<file path="src/verilog/mem_pkg.sv">
package mem_pkg;

    localparam int xlen = 64;

    // operation kind handed over from the previous stage
    typedef enum logic [2:0] {
        op_none  = 3'd0,
        op_load  = 3'd1,
        op_store = 3'd2,
        op_csrrw = 3'd3,
        op_csrrs = 3'd4,
        op_ecall = 3'd5,
        op_mret  = 3'd6
    } mem_op_e;

    // load size and signedness
    localparam logic [2:0] f3_lb  = 3'b000;
    localparam logic [2:0] f3_lh  = 3'b001;
    localparam logic [2:0] f3_lw  = 3'b010;
    localparam logic [2:0] f3_ld  = 3'b011;
    localparam logic [2:0] f3_lbu = 3'b100;
    localparam logic [2:0] f3_lhu = 3'b101;
    localparam logic [2:0] f3_lwu = 3'b110;

    // machine CSR addresses
    localparam logic [11:0] csr_mstatus = 12'h300;
    localparam logic [11:0] csr_mie     = 12'h304;
    localparam logic [11:0] csr_mtvec   = 12'h305;
    localparam logic [11:0] csr_mepc    = 12'h341;
    localparam logic [11:0] csr_mcause  = 12'h342;

    // CLINT registers
    localparam logic [xlen-1:0] clint_mtimecmp_addr = 64'h0000_0000_0200_4000;
    localparam logic [xlen-1:0] clint_mtime_addr    = 64'h0000_0000_0200_BFF8;

    localparam logic [xlen-1:0] mcause_ecall = 64'd11;
    localparam logic [xlen-1:0] mcause_mti   = 64'h8000_0000_0000_0007;

    localparam int mstatus_mie_bit  = 3;
    localparam int mstatus_mpie_bit = 7;
    localparam int mie_mtie_bit     = 7;

    // load unit states
    localparam logic [2:0] ls_idle   = 3'd0;
    localparam logic [2:0] ls_req    = 3'd1;
    localparam logic [2:0] ls_wait   = 3'd2;
    localparam logic [2:0] ls_mmio   = 3'd3;
    localparam logic [2:0] ls_finish = 3'd4;

    // one read dword seen as a whole or as lanes
    typedef union packed {
        logic [63:0]       dword;
        logic [1:0][31:0]  words;
        logic [3:0][15:0]  halves;
        logic [7:0][7:0]   bytes;
    } dword_u;

endpackage

</file>
<file path="src/verilog/stage_ifs.sv">
`timescale 1ns/1ns

// completed load or CLINT access
interface load_rsp_if import mem_pkg::*; ();
    logic       valid;
    dword_u     rdata;
    logic [2:0] funct3;
    logic [2:0] byte_off;
    logic       is_load;

    modport src (output valid, output rdata, output funct3, output byte_off, output is_load);
    modport dst (input valid, input rdata, input funct3, input byte_off, input is_load);
endinterface

// CSR or pass-through result, or a redirect
interface csr_rsp_if import mem_pkg::*; ();
    logic            valid;
    logic [xlen-1:0] rdata;
    logic            trap_valid;
    logic [xlen-1:0] trap_pc;

    modport src (output valid, output rdata, output trap_valid, output trap_pc);
    modport dst (input valid, input rdata, input trap_valid, input trap_pc);
endinterface

</file>
<file path="src/verilog/clint_timer.sv">
`timescale 1ns/1ns

module clint_timer import mem_pkg::*; (
    input  logic            clk,
    input  logic            rst_n,
    input  logic            mmio_valid,
    input  logic            mmio_write,
    input  logic            mmio_sel_mtime,
    input  logic [xlen-1:0] wdata,
    output logic [xlen-1:0] rdata,
    output logic            timer_pending
);

    logic [xlen-1:0] mtime;
    logic [xlen-1:0] mtimecmp;

    // free running, one tick per clock
    always_ff @(posedge clk or negedge rst_n) begin
        if (!rst_n) begin
            mtime <= '0;
        end else begin
            mtime <= mtime + 1'b1;
        end
    end

    // all ones keeps the interrupt quiet until software programs it
    always_ff @(posedge clk or negedge rst_n) begin
        if (!rst_n) begin
            mtimecmp <= '1;
        end else if (mmio_valid && mmio_write && !mmio_sel_mtime) begin
            mtimecmp <= wdata;
        end
    end

    // read data is captured on the access cycle
    always_ff @(posedge clk) begin
        if (mmio_valid) begin
            if (mmio_sel_mtime) begin
                rdata <= mtime;
            end else begin
                rdata <= mtimecmp;
            end
        end
    end

    assign timer_pending = (mtime >= mtimecmp);

    // mtime is read only here
    a_no_mtime_write: assert property (@(posedge clk) disable iff (!rst_n)
        mmio_valid && mmio_write |-> !mmio_sel_mtime);

endmodule

</file>
<file path="src/verilog/load_unit.sv">
`timescale 1ns/1ns

module load_unit import mem_pkg::*; (
    input  logic            clk,
    input  logic            rst_n,
    input  logic            in_valid,
    input  mem_op_e         op,
    input  logic [2:0]      funct3,
    input  logic [xlen-1:0] src1,
    input  logic [xlen-1:0] src2,
    output logic            busy,
    output logic            bus_req,
    output logic [xlen-1:0] bus_addr,
    input  logic            bus_rvalid,
    input  logic [xlen-1:0] bus_rdata,
    output logic            timer_pending,
    load_rsp_if.src         rsp
);

    logic [2:0]      state;
    logic [2:0]      state_nxt;
    logic [xlen-1:0] addr;
    logic [xlen-1:0] addr_q;
    logic [2:0]      funct3_q;
    logic            is_load_q;
    logic            is_mem_op;
    logic            hit_clint;
    logic            start;
    logic            mmio_valid;
    logic [xlen-1:0] clint_rdata;

    assign is_mem_op = (op == op_load) || (op == op_store);

    // a store brings its data in src2, its offset is already folded into src1
    assign addr = (op == op_store) ? src1 : src1 + src2;

    assign hit_clint = (addr == clint_mtimecmp_addr) || (addr == clint_mtime_addr);
    assign start     = in_valid && is_mem_op && (state == ls_idle);

    // CLINT is accessed on the strobe cycle itself
    assign mmio_valid = start && hit_clint;

    clint_timer clint_timer_i (
        .clk            (clk),
        .rst_n          (rst_n),
        .mmio_valid     (mmio_valid),
        .mmio_write     (op == op_store),
        .mmio_sel_mtime (addr == clint_mtime_addr),
        .wdata          (src2),
        .rdata          (clint_rdata),
        .timer_pending  (timer_pending)
    );

    always_comb begin
        state_nxt = state;
        case (state)
            ls_idle: begin
                if (start && hit_clint) begin
                    state_nxt = ls_mmio;
                end else if (start && op == op_load) begin
                    state_nxt = ls_req;
                end
                // stores to main memory are not handled and simply drop
            end
            ls_req:    state_nxt = ls_wait;
            ls_wait: begin
                if (bus_rvalid) begin
                    state_nxt = ls_finish;
                end
            end
            ls_mmio:   state_nxt = ls_finish;
            ls_finish: state_nxt = ls_idle;
            default:   state_nxt = ls_idle;
        endcase
    end

    always_ff @(posedge clk or negedge rst_n) begin
        if (!rst_n) begin
            state <= ls_idle;
        end else begin
            state <= state_nxt;
        end
    end

    always_ff @(posedge clk) begin
        if (start) begin
            addr_q    <= addr;
            funct3_q  <= funct3;
            is_load_q <= (op == op_load);
        end
    end

    // finish is the writeback cycle, still busy
    assign busy     = (state != ls_idle);
    assign bus_req  = (state == ls_req);
    assign bus_addr = {addr_q[xlen-1:3], 3'b000};

    // response goes out as the access completes
    assign rsp.valid    = (state == ls_mmio) || (state == ls_wait && bus_rvalid);
    assign rsp.rdata    = (state == ls_mmio) ? clint_rdata : bus_rdata;
    assign rsp.funct3   = funct3_q;
    assign rsp.byte_off = addr_q[2:0];
    assign rsp.is_load  = is_load_q;

    a_rvalid_in_wait: assert property (@(posedge clk) disable iff (!rst_n)
        bus_rvalid |-> state == ls_wait);

    a_no_op_while_busy: assert property (@(posedge clk) disable iff (!rst_n)
        in_valid && is_mem_op |-> !busy);

endmodule

</file>
<file path="src/verilog/csr_trap.sv">
`timescale 1ns/1ns

module csr_trap import mem_pkg::*; (
    input  logic            clk,
    input  logic            rst_n,
    input  logic            in_valid,
    input  mem_op_e         op,
    input  logic [xlen-1:0] pc,
    input  logic [xlen-1:0] src1,
    input  logic [11:0]     csr_addr,
    input  logic [xlen-1:0] alu_res,
    input  logic            timer_pending,
    output logic            timer_irq,
    csr_rsp_if.src          rsp
);

    logic [xlen-1:0] mstatus;
    logic [xlen-1:0] mie;
    logic [xlen-1:0] mtvec;
    logic [xlen-1:0] mepc;
    logic [xlen-1:0] mcause;
    logic [xlen-1:0] csr_rdata;
    logic [xlen-1:0] csr_wdata;
    logic            take_irq;
    logic            op_ok;
    logic            do_csr;
    logic            do_ecall;
    logic            do_mret;

    assign timer_irq = timer_pending && mstatus[mstatus_mie_bit] && mie[mie_mtie_bit];

    // interrupt wins over whatever was strobed
    assign take_irq = in_valid && timer_irq;
    assign op_ok    = in_valid && !take_irq;
    assign do_csr   = op_ok && (op == op_csrrw || op == op_csrrs);
    assign do_ecall = op_ok && (op == op_ecall);
    assign do_mret  = op_ok && (op == op_mret);

    // unknown addresses read as zero
    always_comb begin
        case (csr_addr)
            csr_mstatus: csr_rdata = mstatus;
            csr_mie:     csr_rdata = mie;
            csr_mtvec:   csr_rdata = mtvec;
            csr_mepc:    csr_rdata = mepc;
            csr_mcause:  csr_rdata = mcause;
            default:     csr_rdata = '0;
        endcase
    end

    assign csr_wdata = (op == op_csrrs) ? (csr_rdata | src1) : src1;

    always_ff @(posedge clk or negedge rst_n) begin
        if (!rst_n) begin
            mstatus <= '0;
            mie     <= '0;
            mtvec   <= '0;
            mepc    <= '0;
            mcause  <= '0;
        end else if (take_irq || do_ecall) begin
            mepc   <= pc;
            mcause <= take_irq ? mcause_mti : mcause_ecall;
            mstatus[mstatus_mpie_bit] <= mstatus[mstatus_mie_bit];
            mstatus[mstatus_mie_bit]  <= 1'b0;
        end else if (do_mret) begin
            mstatus[mstatus_mie_bit]  <= mstatus[mstatus_mpie_bit];
            mstatus[mstatus_mpie_bit] <= 1'b1;
        end else if (do_csr) begin
            case (csr_addr)
                csr_mstatus: mstatus <= csr_wdata;
                csr_mie:     mie     <= csr_wdata;
                csr_mtvec:   mtvec   <= csr_wdata;
                csr_mepc:    mepc    <= csr_wdata;
                csr_mcause:  mcause  <= csr_wdata;
                default: ;
            endcase
        end
    end

    // results leave in the strobe cycle and get registered downstream
    assign rsp.valid      = do_csr || (op_ok && op == op_none);
    assign rsp.rdata      = (op == op_none) ? alu_res : csr_rdata;
    assign rsp.trap_valid = take_irq || do_ecall || do_mret;
    assign rsp.trap_pc    = do_mret ? mepc : mtvec;

    // every strobe for this side ends in exactly one result or redirect
    a_result_or_trap: assert property (@(posedge clk) disable iff (!rst_n)
        in_valid && !(op inside {op_load, op_store}) |-> rsp.valid != rsp.trap_valid);

endmodule

</file>
<file path="src/verilog/mem_result.sv">
`timescale 1ns/1ns

module mem_result import mem_pkg::*; (
    input  logic            clk,
    input  logic            rst_n,
    load_rsp_if.dst         ld,
    csr_rsp_if.dst          cs,
    output logic            wb_valid,
    output logic [xlen-1:0] wb_data,
    output logic            trap_valid,
    output logic [xlen-1:0] trap_pc
);

    logic [7:0]      byte_lane;
    logic [15:0]     half_lane;
    logic [31:0]     word_lane;
    logic [xlen-1:0] ld_value;

    // lane pick, offsets are aligned to the access size
    assign byte_lane = ld.rdata.bytes[ld.byte_off];
    assign half_lane = ld.rdata.halves[ld.byte_off[2:1]];
    assign word_lane = ld.rdata.words[ld.byte_off[2]];

    always_comb begin
        case (ld.funct3)
            f3_lb:   ld_value = {{56{byte_lane[7]}}, byte_lane};
            f3_lh:   ld_value = {{48{half_lane[15]}}, half_lane};
            f3_lw:   ld_value = {{32{word_lane[31]}}, word_lane};
            f3_ld:   ld_value = ld.rdata.dword;
            f3_lbu:  ld_value = {56'd0, byte_lane};
            f3_lhu:  ld_value = {48'd0, half_lane};
            f3_lwu:  ld_value = {32'd0, word_lane};
            default: ld_value = ld.rdata.dword;
        endcase
        // CLINT store completion writes back zero
        if (!ld.is_load) begin
            ld_value = '0;
        end
    end

    always_ff @(posedge clk or negedge rst_n) begin
        if (!rst_n) begin
            wb_valid   <= 1'b0;
            trap_valid <= 1'b0;
        end else begin
            wb_valid   <= ld.valid || cs.valid;
            trap_valid <= cs.trap_valid;
        end
    end

    always_ff @(posedge clk) begin
        if (ld.valid) begin
            wb_data <= ld_value;
        end else if (cs.valid) begin
            wb_data <= cs.rdata;
        end
        if (cs.trap_valid) begin
            trap_pc <= cs.trap_pc;
        end
    end

    // busy in the load unit keeps the two sides apart
    a_one_source: assert property (@(posedge clk) disable iff (!rst_n)
        !(ld.valid && (cs.valid || cs.trap_valid)));

endmodule

</file>
<file path="src/verilog/mem_stage_top.sv">
`timescale 1ns/1ns

module mem_stage_top import mem_pkg::*; (
    input  logic            clk,
    input  logic            rst_n,
    input  logic            in_valid,
    input  mem_op_e         op,
    input  logic [2:0]      funct3,
    input  logic [xlen-1:0] pc,
    input  logic [xlen-1:0] src1,
    input  logic [xlen-1:0] src2,
    input  logic [11:0]     csr_addr,
    input  logic [xlen-1:0] alu_res,
    output logic            busy,
    output logic            bus_req,
    output logic [xlen-1:0] bus_addr,
    input  logic            bus_rvalid,
    input  logic [xlen-1:0] bus_rdata,
    output logic            wb_valid,
    output logic [xlen-1:0] wb_data,
    output logic            trap_valid,
    output logic [xlen-1:0] trap_pc,
    output logic            timer_irq
);

    logic timer_pending;

    load_rsp_if ld_rsp ();
    csr_rsp_if  cs_rsp ();

    // a taken interrupt drops the strobed memory op as well
    load_unit load_unit_i (
        .clk           (clk),
        .rst_n         (rst_n),
        .in_valid      (in_valid && !timer_irq),
        .op            (op),
        .funct3        (funct3),
        .src1          (src1),
        .src2          (src2),
        .busy          (busy),
        .bus_req       (bus_req),
        .bus_addr      (bus_addr),
        .bus_rvalid    (bus_rvalid),
        .bus_rdata     (bus_rdata),
        .timer_pending (timer_pending),
        .rsp           (ld_rsp)
    );

    csr_trap csr_trap_i (
        .clk           (clk),
        .rst_n         (rst_n),
        .in_valid      (in_valid),
        .op            (op),
        .pc            (pc),
        .src1          (src1),
        .csr_addr      (csr_addr),
        .alu_res       (alu_res),
        .timer_pending (timer_pending),
        .timer_irq     (timer_irq),
        .rsp           (cs_rsp)
    );

    mem_result mem_result_i (
        .clk        (clk),
        .rst_n      (rst_n),
        .ld         (ld_rsp),
        .cs         (cs_rsp),
        .wb_valid   (wb_valid),
        .wb_data    (wb_data),
        .trap_valid (trap_valid),
        .trap_pc    (trap_pc)
    );

endmodule

</file>
<file path="config.mk">
export PLATFORM = sky130hd
export DESIGN_NAME = mem_stage_top
export DESIGN_NICKNAME = d
export VERILOG_FILES = /design/src/verilog/mem_pkg.sv /design/src/verilog/stage_ifs.sv /design/src/verilog/clint_timer.sv /design/src/verilog/load_unit.sv /design/src/verilog/csr_trap.sv /design/src/verilog/mem_result.sv /design/src/verilog/mem_stage_top.sv
export SDC_FILE = /design/constraint.sdc
export NUM_CORES = 2
export LEC_CHECK = 0
export BUFFER_PORTS_ARGS = -buffer_cell sky130_fd_sc_hd__buf_4
export CAP_MARGIN = 20
export CORE_MARGIN = 5
export CORE_UTILIZATION = 34
export DETAILED_ROUTE_END_ITERATION = 8
export PLACE_DENSITY = 0.5
export SLEW_MARGIN = 20
export SYNTH_ARGS = -nofsm -noshare
export SYNTH_HDL_FRONTEND = slang
export SYNTH_HIERARCHICAL = 1
export SYNTH_SLANG_ARGS = --single-unit
</file>
<file path="constraint.sdc">
create_clock -name clk -period 14.3 [get_ports clk]
set_input_delay 2.86 -clock clk [delete_from_list [all_inputs] [get_ports clk]]
set_output_delay 2.86 -clock clk [all_outputs]
set_load 0.005 [all_outputs]
</file>
# Word level (Yosys, flattened, before mapping)
# Index checks and enable logic that the tools add are counted.
word_totals:
  reg_bits: 713
  input_bits: 342
  out_inout_bits: 197
  word_cells: 130
op_classes:
  addsub: 2
  magnitude_cmp: 4
  n_eq_ne: 24
  n_mux: 36
  bitwise_logic: 3
  n_reduce_logical: 44
ops:
  columns: ["op", "count"]
  rows:
  - ["two-way mux 64 bit", 18]
  - ["case mux 64 bit (6 select lines)", 1]
  - ["case mux 64 bit (5 select lines)", 1]
  - ["== test 64 x 26 -> 1 bit, second input constant", 2]
  - ["adder 64 x 1 -> 64 bit, second input constant", 1]
  - ["adder 64 bit", 1]
  - [">= comparator 64 bit", 1]
  - ["two-way mux 32 bit", 2]
  - ["bitwise OR 64 bit", 1]
  - ["== test 12 x 10 -> 1 bit, second input constant", 5]
  - ["binary-select mux 16 bit (select 2 bit)", 1]
  - ["binary-select mux 8 bit (select 3 bit)", 1]
  - ["two-way mux 8 bit", 3]
  - ["== test 3 bit, second input constant", 6]
  - ["logical AND 1 bit", 16]
  - ["two-way mux 16 bit", 1]
  - ["== test 3 x 2 -> 1 bit, second input constant", 5]
  - ["case mux 3 bit (4 select lines)", 1]
  - ["AND reduction 4 bit", 3]
  - ["== test 3 x 1 -> 1 bit, second input constant", 3]
  - ["zero test 3 bit", 3]
  - ["two-way mux 3 bit", 3]
  - ["nonzero test 3 bit", 3]
  - ["logical OR 1 bit", 8]
  - ["11 further kinds", 23]

# Depth between registers and ports, before layout
logic_depth:
  word_depth: 11
  ltp_mapped: 23
  depth_no_buf: 21

# Hierarchy
# The synthesis kept the hierarchy.
modules_own_cells:
  columns: ["module", "instances", "cells_each", "area_each_um2", "seq_area_each_um2"]
  rows:
  - ["csr_trap", 1, 1785, 17008.8, 8007.7]
  - ["clint_timer", 1, 818, 9447.8, 5205.0]
  - ["load_unit", 1, 1067, 8578.2, 2117.0]
  - ["mem_result", 1, 473, 6304.8, 3893.7]
  - ["mem_stage_top", 1, 1, 13.8, 0.0]

# Worst setup path after synthesis
# Ideal clock, no wire load.
synth_path:
  kind: "in2reg"
  from: "in op[0]"
  to: "reg load_unit_i.clint_timer_i.mtimecmp[10]"
  setup_time_ps: 82
  arrival_time_ps: 12189
  required_time_ps: 14218
  path_slack_ps: 2028
  stages: 17
  path_buffers: 3
  cell_sequence: "nand2b_1 -> or2_2 -> clkinv_1 -> clkbuf_1 -> nor2_1 -> nor3b_1 -> nand4_1 -> nor3_1 -> nand4_1 -> nor4_1 -> a21o_1 -> nand4b_4 -> inv_1 -> nand3b_1 -> clkbuf_1 -> clkbuf_1 -> mux2_2"
synth_via:
  elab_chain_len: 7
  elab_cells_between_ends: 13
  cone_classes: "4 x eq/ne; 1 x mux; 8 x reduce/logical"
synth_rtl:
  columns: ["element", "line", "text"]
  rows:
  - ["start, declared", "mem_stage_top.sv:7", "input mem_op_e op,"]
  - ["== test 3 x 1 -> 1 bit / == test 3 x 2 -> 1 bit (equally long branches)", "load_unit.sv:32", "assign is_mem_op = (op == op_load) || (op == op_store);"]
  - ["logical OR 1 bit *", "load_unit.sv:32", null]
  - ["logical AND 1 bit * (2 in a row)", "load_unit.sv:38", "assign start = in_valid && is_mem_op && (state == ls_idle);"]
  - ["via load_unit_i.start", "load_unit.sv:28", "logic start;"]
  - ["logical AND 1 bit *", "load_unit.sv:41", "assign mmio_valid = start && hit_clint;"]
  - ["via load_unit_i.mmio_valid", "load_unit.sv:29", "logic mmio_valid;"]
  - ["logical AND 1 bit * (2 in a row)", "clint_timer.sv:30", "end else if (mmio_valid && mmio_write && !mmio_sel_mtime) begin"]
  - ["end signal, assigned", "clint_timer.sv:31", "mtimecmp <= wdata;"]
  - ["end, declared", "clint_timer.sv:15", "logic [xlen-1:0] mtimecmp;"]
# Mark *: on every way through the listed nets, which the timed path passes. The rest lies on a longest branch.
# A chain may end at the register's enable or synchronous reset.

# Worst setup path after layout
layout_path:
  from: "in src1[7]"
  to: "reg load_unit_i.clint_timer_i.mtimecmp[9]"
layout_via:
  elab_chain_len: 7
  elab_cells_between_ends: 9
  cone_classes: "1 x add/sub; 2 x eq/ne; 1 x mux; 5 x reduce/logical"
layout_rtl:
  columns: ["element", "line", "text"]
  rows:
  - ["start, declared", "mem_stage_top.sv:10", "input logic [xlen-1:0] src1,"]
  - ["adder 64 bit", "load_unit.sv:35", "assign addr = (op == op_store) ? src1 : src1 + src2;"]
  - ["two-way mux 64 bit *", "load_unit.sv:35", null]
  - ["== test 64 x 26 -> 1 bit (on tied branches)", "load_unit.sv:37, load_unit.sv:48", null]
  - ["logical OR 1 bit", "load_unit.sv:37", "assign hit_clint = (addr == clint_mtimecmp_addr) || (addr == clint_mtime_addr);"]
  - ["logical AND 1 bit", "load_unit.sv:41", null]
  - ["logical AND 1 bit", "clint_timer.sv:30", null]
  - ["logical AND 1 bit *", "clint_timer.sv:30", null]
# Mark *: on every way between the ends. The rest lies on a longest branch, timed or not.

==> flow_summary.ini <==
[worst_setup_path]
startpoint_type = primary input
cp-end-kind = flop
crit_chain = buf_4 > ha_1 > nand4_1 > or2_1 > or3_1 > a31oi_1 > nor2_1 > o311ai_0 > xor2_1 > nor4_1 > a21oi_1 > nor4_2 > and3_4 > nand3b_1 > buf_4 > mux2_2
max_stage_delay_ns = 0.95
cpMostUsedCell = buf_4
path_depth = 16
crit_family = simple AND/OR/NAND/NOR gates
worst_ep_required_time_ns = 14.88
path_class = primary input to flop
crit_path_max_fanout = 66
reg2regPathDepth = 23
cp.arrival_ns = 9.36
cp_num_buf_inv = 2
slowest_stage = o311ai_0

[timing]
max_slew.worst_pin.slew_ns = 1.28
min_period_ns = 8.78
rsz0062_at_grt = no
fin_ws_ns = 5.52
slew_headroom_pct = 14.4
max_freq_ghz = 0.114
drv_slew = 0
hold_viol = 0
setup_viol = 0
final.setup.tns_ns = 0
clock_skew_ns = 0.0412
period_share_pct = 61.4

[clocking]
cts_tree = built
cts_hold_buf = 0
clockRootBuffer = clkbuf_16
cts_made_buffers = 85
clk_pin_slew_ns = 0.06
clock_latency_ns = 0.69
cts_buffer_depth = 3
cts_resized = 0
cts_setup_buffers = 0
htree_num_levels = 3
clock-sinks = 713

[routing]
drtAntennaViolNets = 0
wl_per_cell_um = 32.4
viasPerCell = 5.92
vias = 37100
routed_wl_um = 203000
drcViolationCount = 0
dr.pass1.iters = 7
drt_iter0_markers = 3756

[synthesis]
synth_top_family_by_area = compound AO/OA/AOI/OAI gates
synth_edf_count = 260
synthFlopType = dfrtp_1
ys_warn_count = 6
netlist_area_um2 = 41400
ys_seq_area_share_pct = 46.5
async_flop_share_pct = 63.5
syn_inst = 4144
synth_top_area_cell = dfrtp_1
synth.area.top_cells = dfrtp_1, edfxtp_1, mux2_2
synth.area.mux_share_pct = 10.4
yosysTopAreaCellShare_pct = 23.5
yosysUniqueCellTypes = 111
synth-simple-area-share_pct = 13.5
ys_seq_elements = 713
synth_fa_ha_area_share_pct = 3.92
syn_area_per_cell_um2 = 9.98
synth-xor-area-share_pct = 2.22
synth_compound_area_share_pct = 19.4

[cells_and_area]
nets = 5019
fillers = 12100
drive_above_1_share_pct = 24.0
postLayoutCellArea_um2 = 49900
final_util_pct = 41.1
area_growth_pct = 20.6

[power_and_ir_drop]
p_leak_uw = 0.0207
peakVddDrop_mv = 0.0952
power_per_cell_area_nw_per_um2 = 108

[floorplanning]
start_util_pct = 34.1
fp.dieW_um = 359
die_area_um2 = 129000
rows = 128
pin_count = 539
core_um2 = 121000
die_height_um = 359

[place]
port_buffers = 535
hpwlAfterDp_um = 153000
gp_congestion = 0.968
pre_cts_ws_ns = 4.99
dpl-instance-area_um2 = 46800

[global_route]
overflow = 0
antenna_found_initial = 18
grt_pass1_vias = 35700
grt_max_degree = 96
grt.total_usage_pct = 30.6
grt_pass1_wl_um = 279000

[min_path]
min-delay-path-class = flop to flop
hold_depth = 2

[outcome]
outcome = complete, no violations

[flow_run]
drv_cap = 0
## state kept, by name, indices dropped and copies added, names as in the netlist
signal	flops
csr_trap_i/mstatus	64
load_unit_i/clint_timer_i/mtimecmp	64
load_unit_i/clint_timer_i/rdata	64
csr_trap_i/mtvec	64
mem_result_i/wb_valid	1
load_unit_i/state	3
load_unit_i/clint_timer_i/mtime	64
mem_result_i/wb_data	64
load_unit_i/addr_q	64
mem_result_i/trap_pc	64
csr_trap_i/mcause	64
mem_result_i/trap_valid	1
csr_trap_i/mepc	64
csr_trap_i/mie	64
load_unit_i/rsp.funct3	3
load_unit_i/rsp.is_load	1
## cell families (layout without fill, tap and decap cells)
kind of cell    Yosys count  in the layout
compound gates         1208           1208
xor+xnor                105            105
fa+ha+maj               129            129
buf+inv                 388            862
flops                   713            713
mux                     395            395
other cells               1             25
simple gates           1205           1205
## synth_stat cells (20+ instances only)
master	instances
nand2_1	475
dfrtp_1	389
nor2_1	350
a21oi_1	342
edfxtp_1	260
o21ai_0	245
mux2_2	209
mux2i_1	179
clkbuf_1	166
ha_1	128
inv_1	104
a22oi_1	102
nand3_1	76
buf_2	75
nand4_1	66
dfstp_2	64
xnor2_1	62
a221oi_1	58
o221ai_1	57
nor3_1	49
xor2_1	43
a22o_1	39
o22ai_1	39
o21ai_1	37
a21o_1	34
o2bb2ai_1	31
o31ai_1	30
a211oi_1	29
nor4_1	27
and3_1	20
o21a_1	20
## power by group
group          switching (µW)  internal [µW]  leakage (µW)
Clock                     953           1390       0.00145
Sequential               47.1           2200       0.00826
Combinational             541            274        0.0110
## path summary, 6_finish.rpt
check	slack [ns]	to	from
max in group asynchronous	9.85	csr_trap_i/mtvec[29]$_DFFE_PN0P_	rst_n
min in group asynchronous	2.22	csr_trap_i/mtvec[59]$_DFFE_PN0P_	rst_n
hold reg to reg	0.48	csr_trap_i/mstatus[61]$_DFFE_PN0P_	csr_trap_i/mstatus[61]$_DFFE_PN0P_
hold / removal	0.48	csr_trap_i/mstatus[61]$_DFFE_PN0P_	csr_trap_i/mstatus[61]$_DFFE_PN0P_
setup / recovery	5.52	load_unit_i/clint_timer_i/mtimecmp[9]$_DFFE_PN1P_	src1[7]
setup reg to reg	6.90	load_unit_i/clint_timer_i/mtimecmp[9]$_DFFE_PN1P_	load_unit_i/clint_timer_i/mtimecmp[45]$_DFFE_PN1P_
## routing by layer
metal	track usage [%]	routed length (µm)	vias up
met3	7.36	18800	315
met5	2.00	304	-
met1	41.5	85300	18600
li1	-	-	16300
met4	13.5	9260	6
met2	46.2	89200	1853
## cell type report
cell class	count	area [µm²]	area share, %
Sequential cell	713	19200	38.6
Multi-Input combinational cell	3045	20600	41.4
Timing Repair Buffer	598	4520	9.07
Inverter	105	394	0.791
Clock inverter	40	599	1.20
Tap cell	1625	2030	4.08
Clock buffer	119	2390	4.79
Antenna cell	22	55.1	0.110
## per-stage QoR
step / total power (µW) / std cells / hold WS [ns]
after CTS: 5440 / 6244 / 0.477
after global placement: 3080 / 6085 / 0.458
after global routing: 5570 / 6260 / 0.491
after detailed placement: 3080 / 6085 / 0.463
after floorplan: 2640 / 4146 / 0.442
final: 5410 / 6267 / 0.475
## worst reg2reg max path: stages (launching register included)
cell      delay, ns
dfstp_2        0.52
inv_1          0.05
ha_1           0.29
a21o_1         0.19
a21o_1         0.16
a21oi_1        0.19
o211ai_1       0.19
a211oi_1       0.77
o21ai_0        0.66
nand3_1        0.38
inv_1          0.22
nor2b_4        0.19
nor3b_2        0.25
buf_4          0.36
nand4_1        0.16
nor3_1         0.18
nand4_1        0.14
nor4_1         0.31
a21o_1         0.33
nand4b_4       0.23
inv_2          0.11
nand3b_1       0.43
buf_4          0.54
mux2_2         0.47
## cells in the final DEF (no fill, tap or decap), types with 19 or more instances in the layout
master | netlist | routed
clkbuf_16 | 0 | 86
inv_1 | 104 | 102
o31ai_1 | 30 | 30
a22o_1 | 39 | 39
nand3_1 | 76 | 74
ha_1 | 128 | 128
dfrtp_1 | 389 | 389
nand4_1 | 66 | 66
o22ai_1 | 39 | 39
mux2i_1 | 179 | 179
o21ai_1 | 37 | 37
buf_4 | 17 | 595
nand2_1 | 475 | 472
edfxtp_1 | 260 | 260
a21o_1 | 34 | 34
a221o_1 | 19 | 19
dfstp_2 | 64 | 64
a21oi_1 | 342 | 342
xor2_1 | 43 | 43
nor3_1 | 49 | 41
nor4_1 | 27 | 27
o21a_1 | 20 | 19
nor2_1 | 350 | 348
and3_1 | 20 | 19
mux2_2 | 209 | 209
a211oi_1 | 29 | 29
o221ai_1 | 57 | 57
diode_2 | 0 | 22
a221oi_1 | 58 | 58
a22oi_1 | 102 | 102
o2bb2ai_1 | 31 | 31
clkbuf_1 | 166 | 22
o21ai_0 | 245 | 244
xnor2_1 | 62 | 62
(Power assumes the default switching activity.)
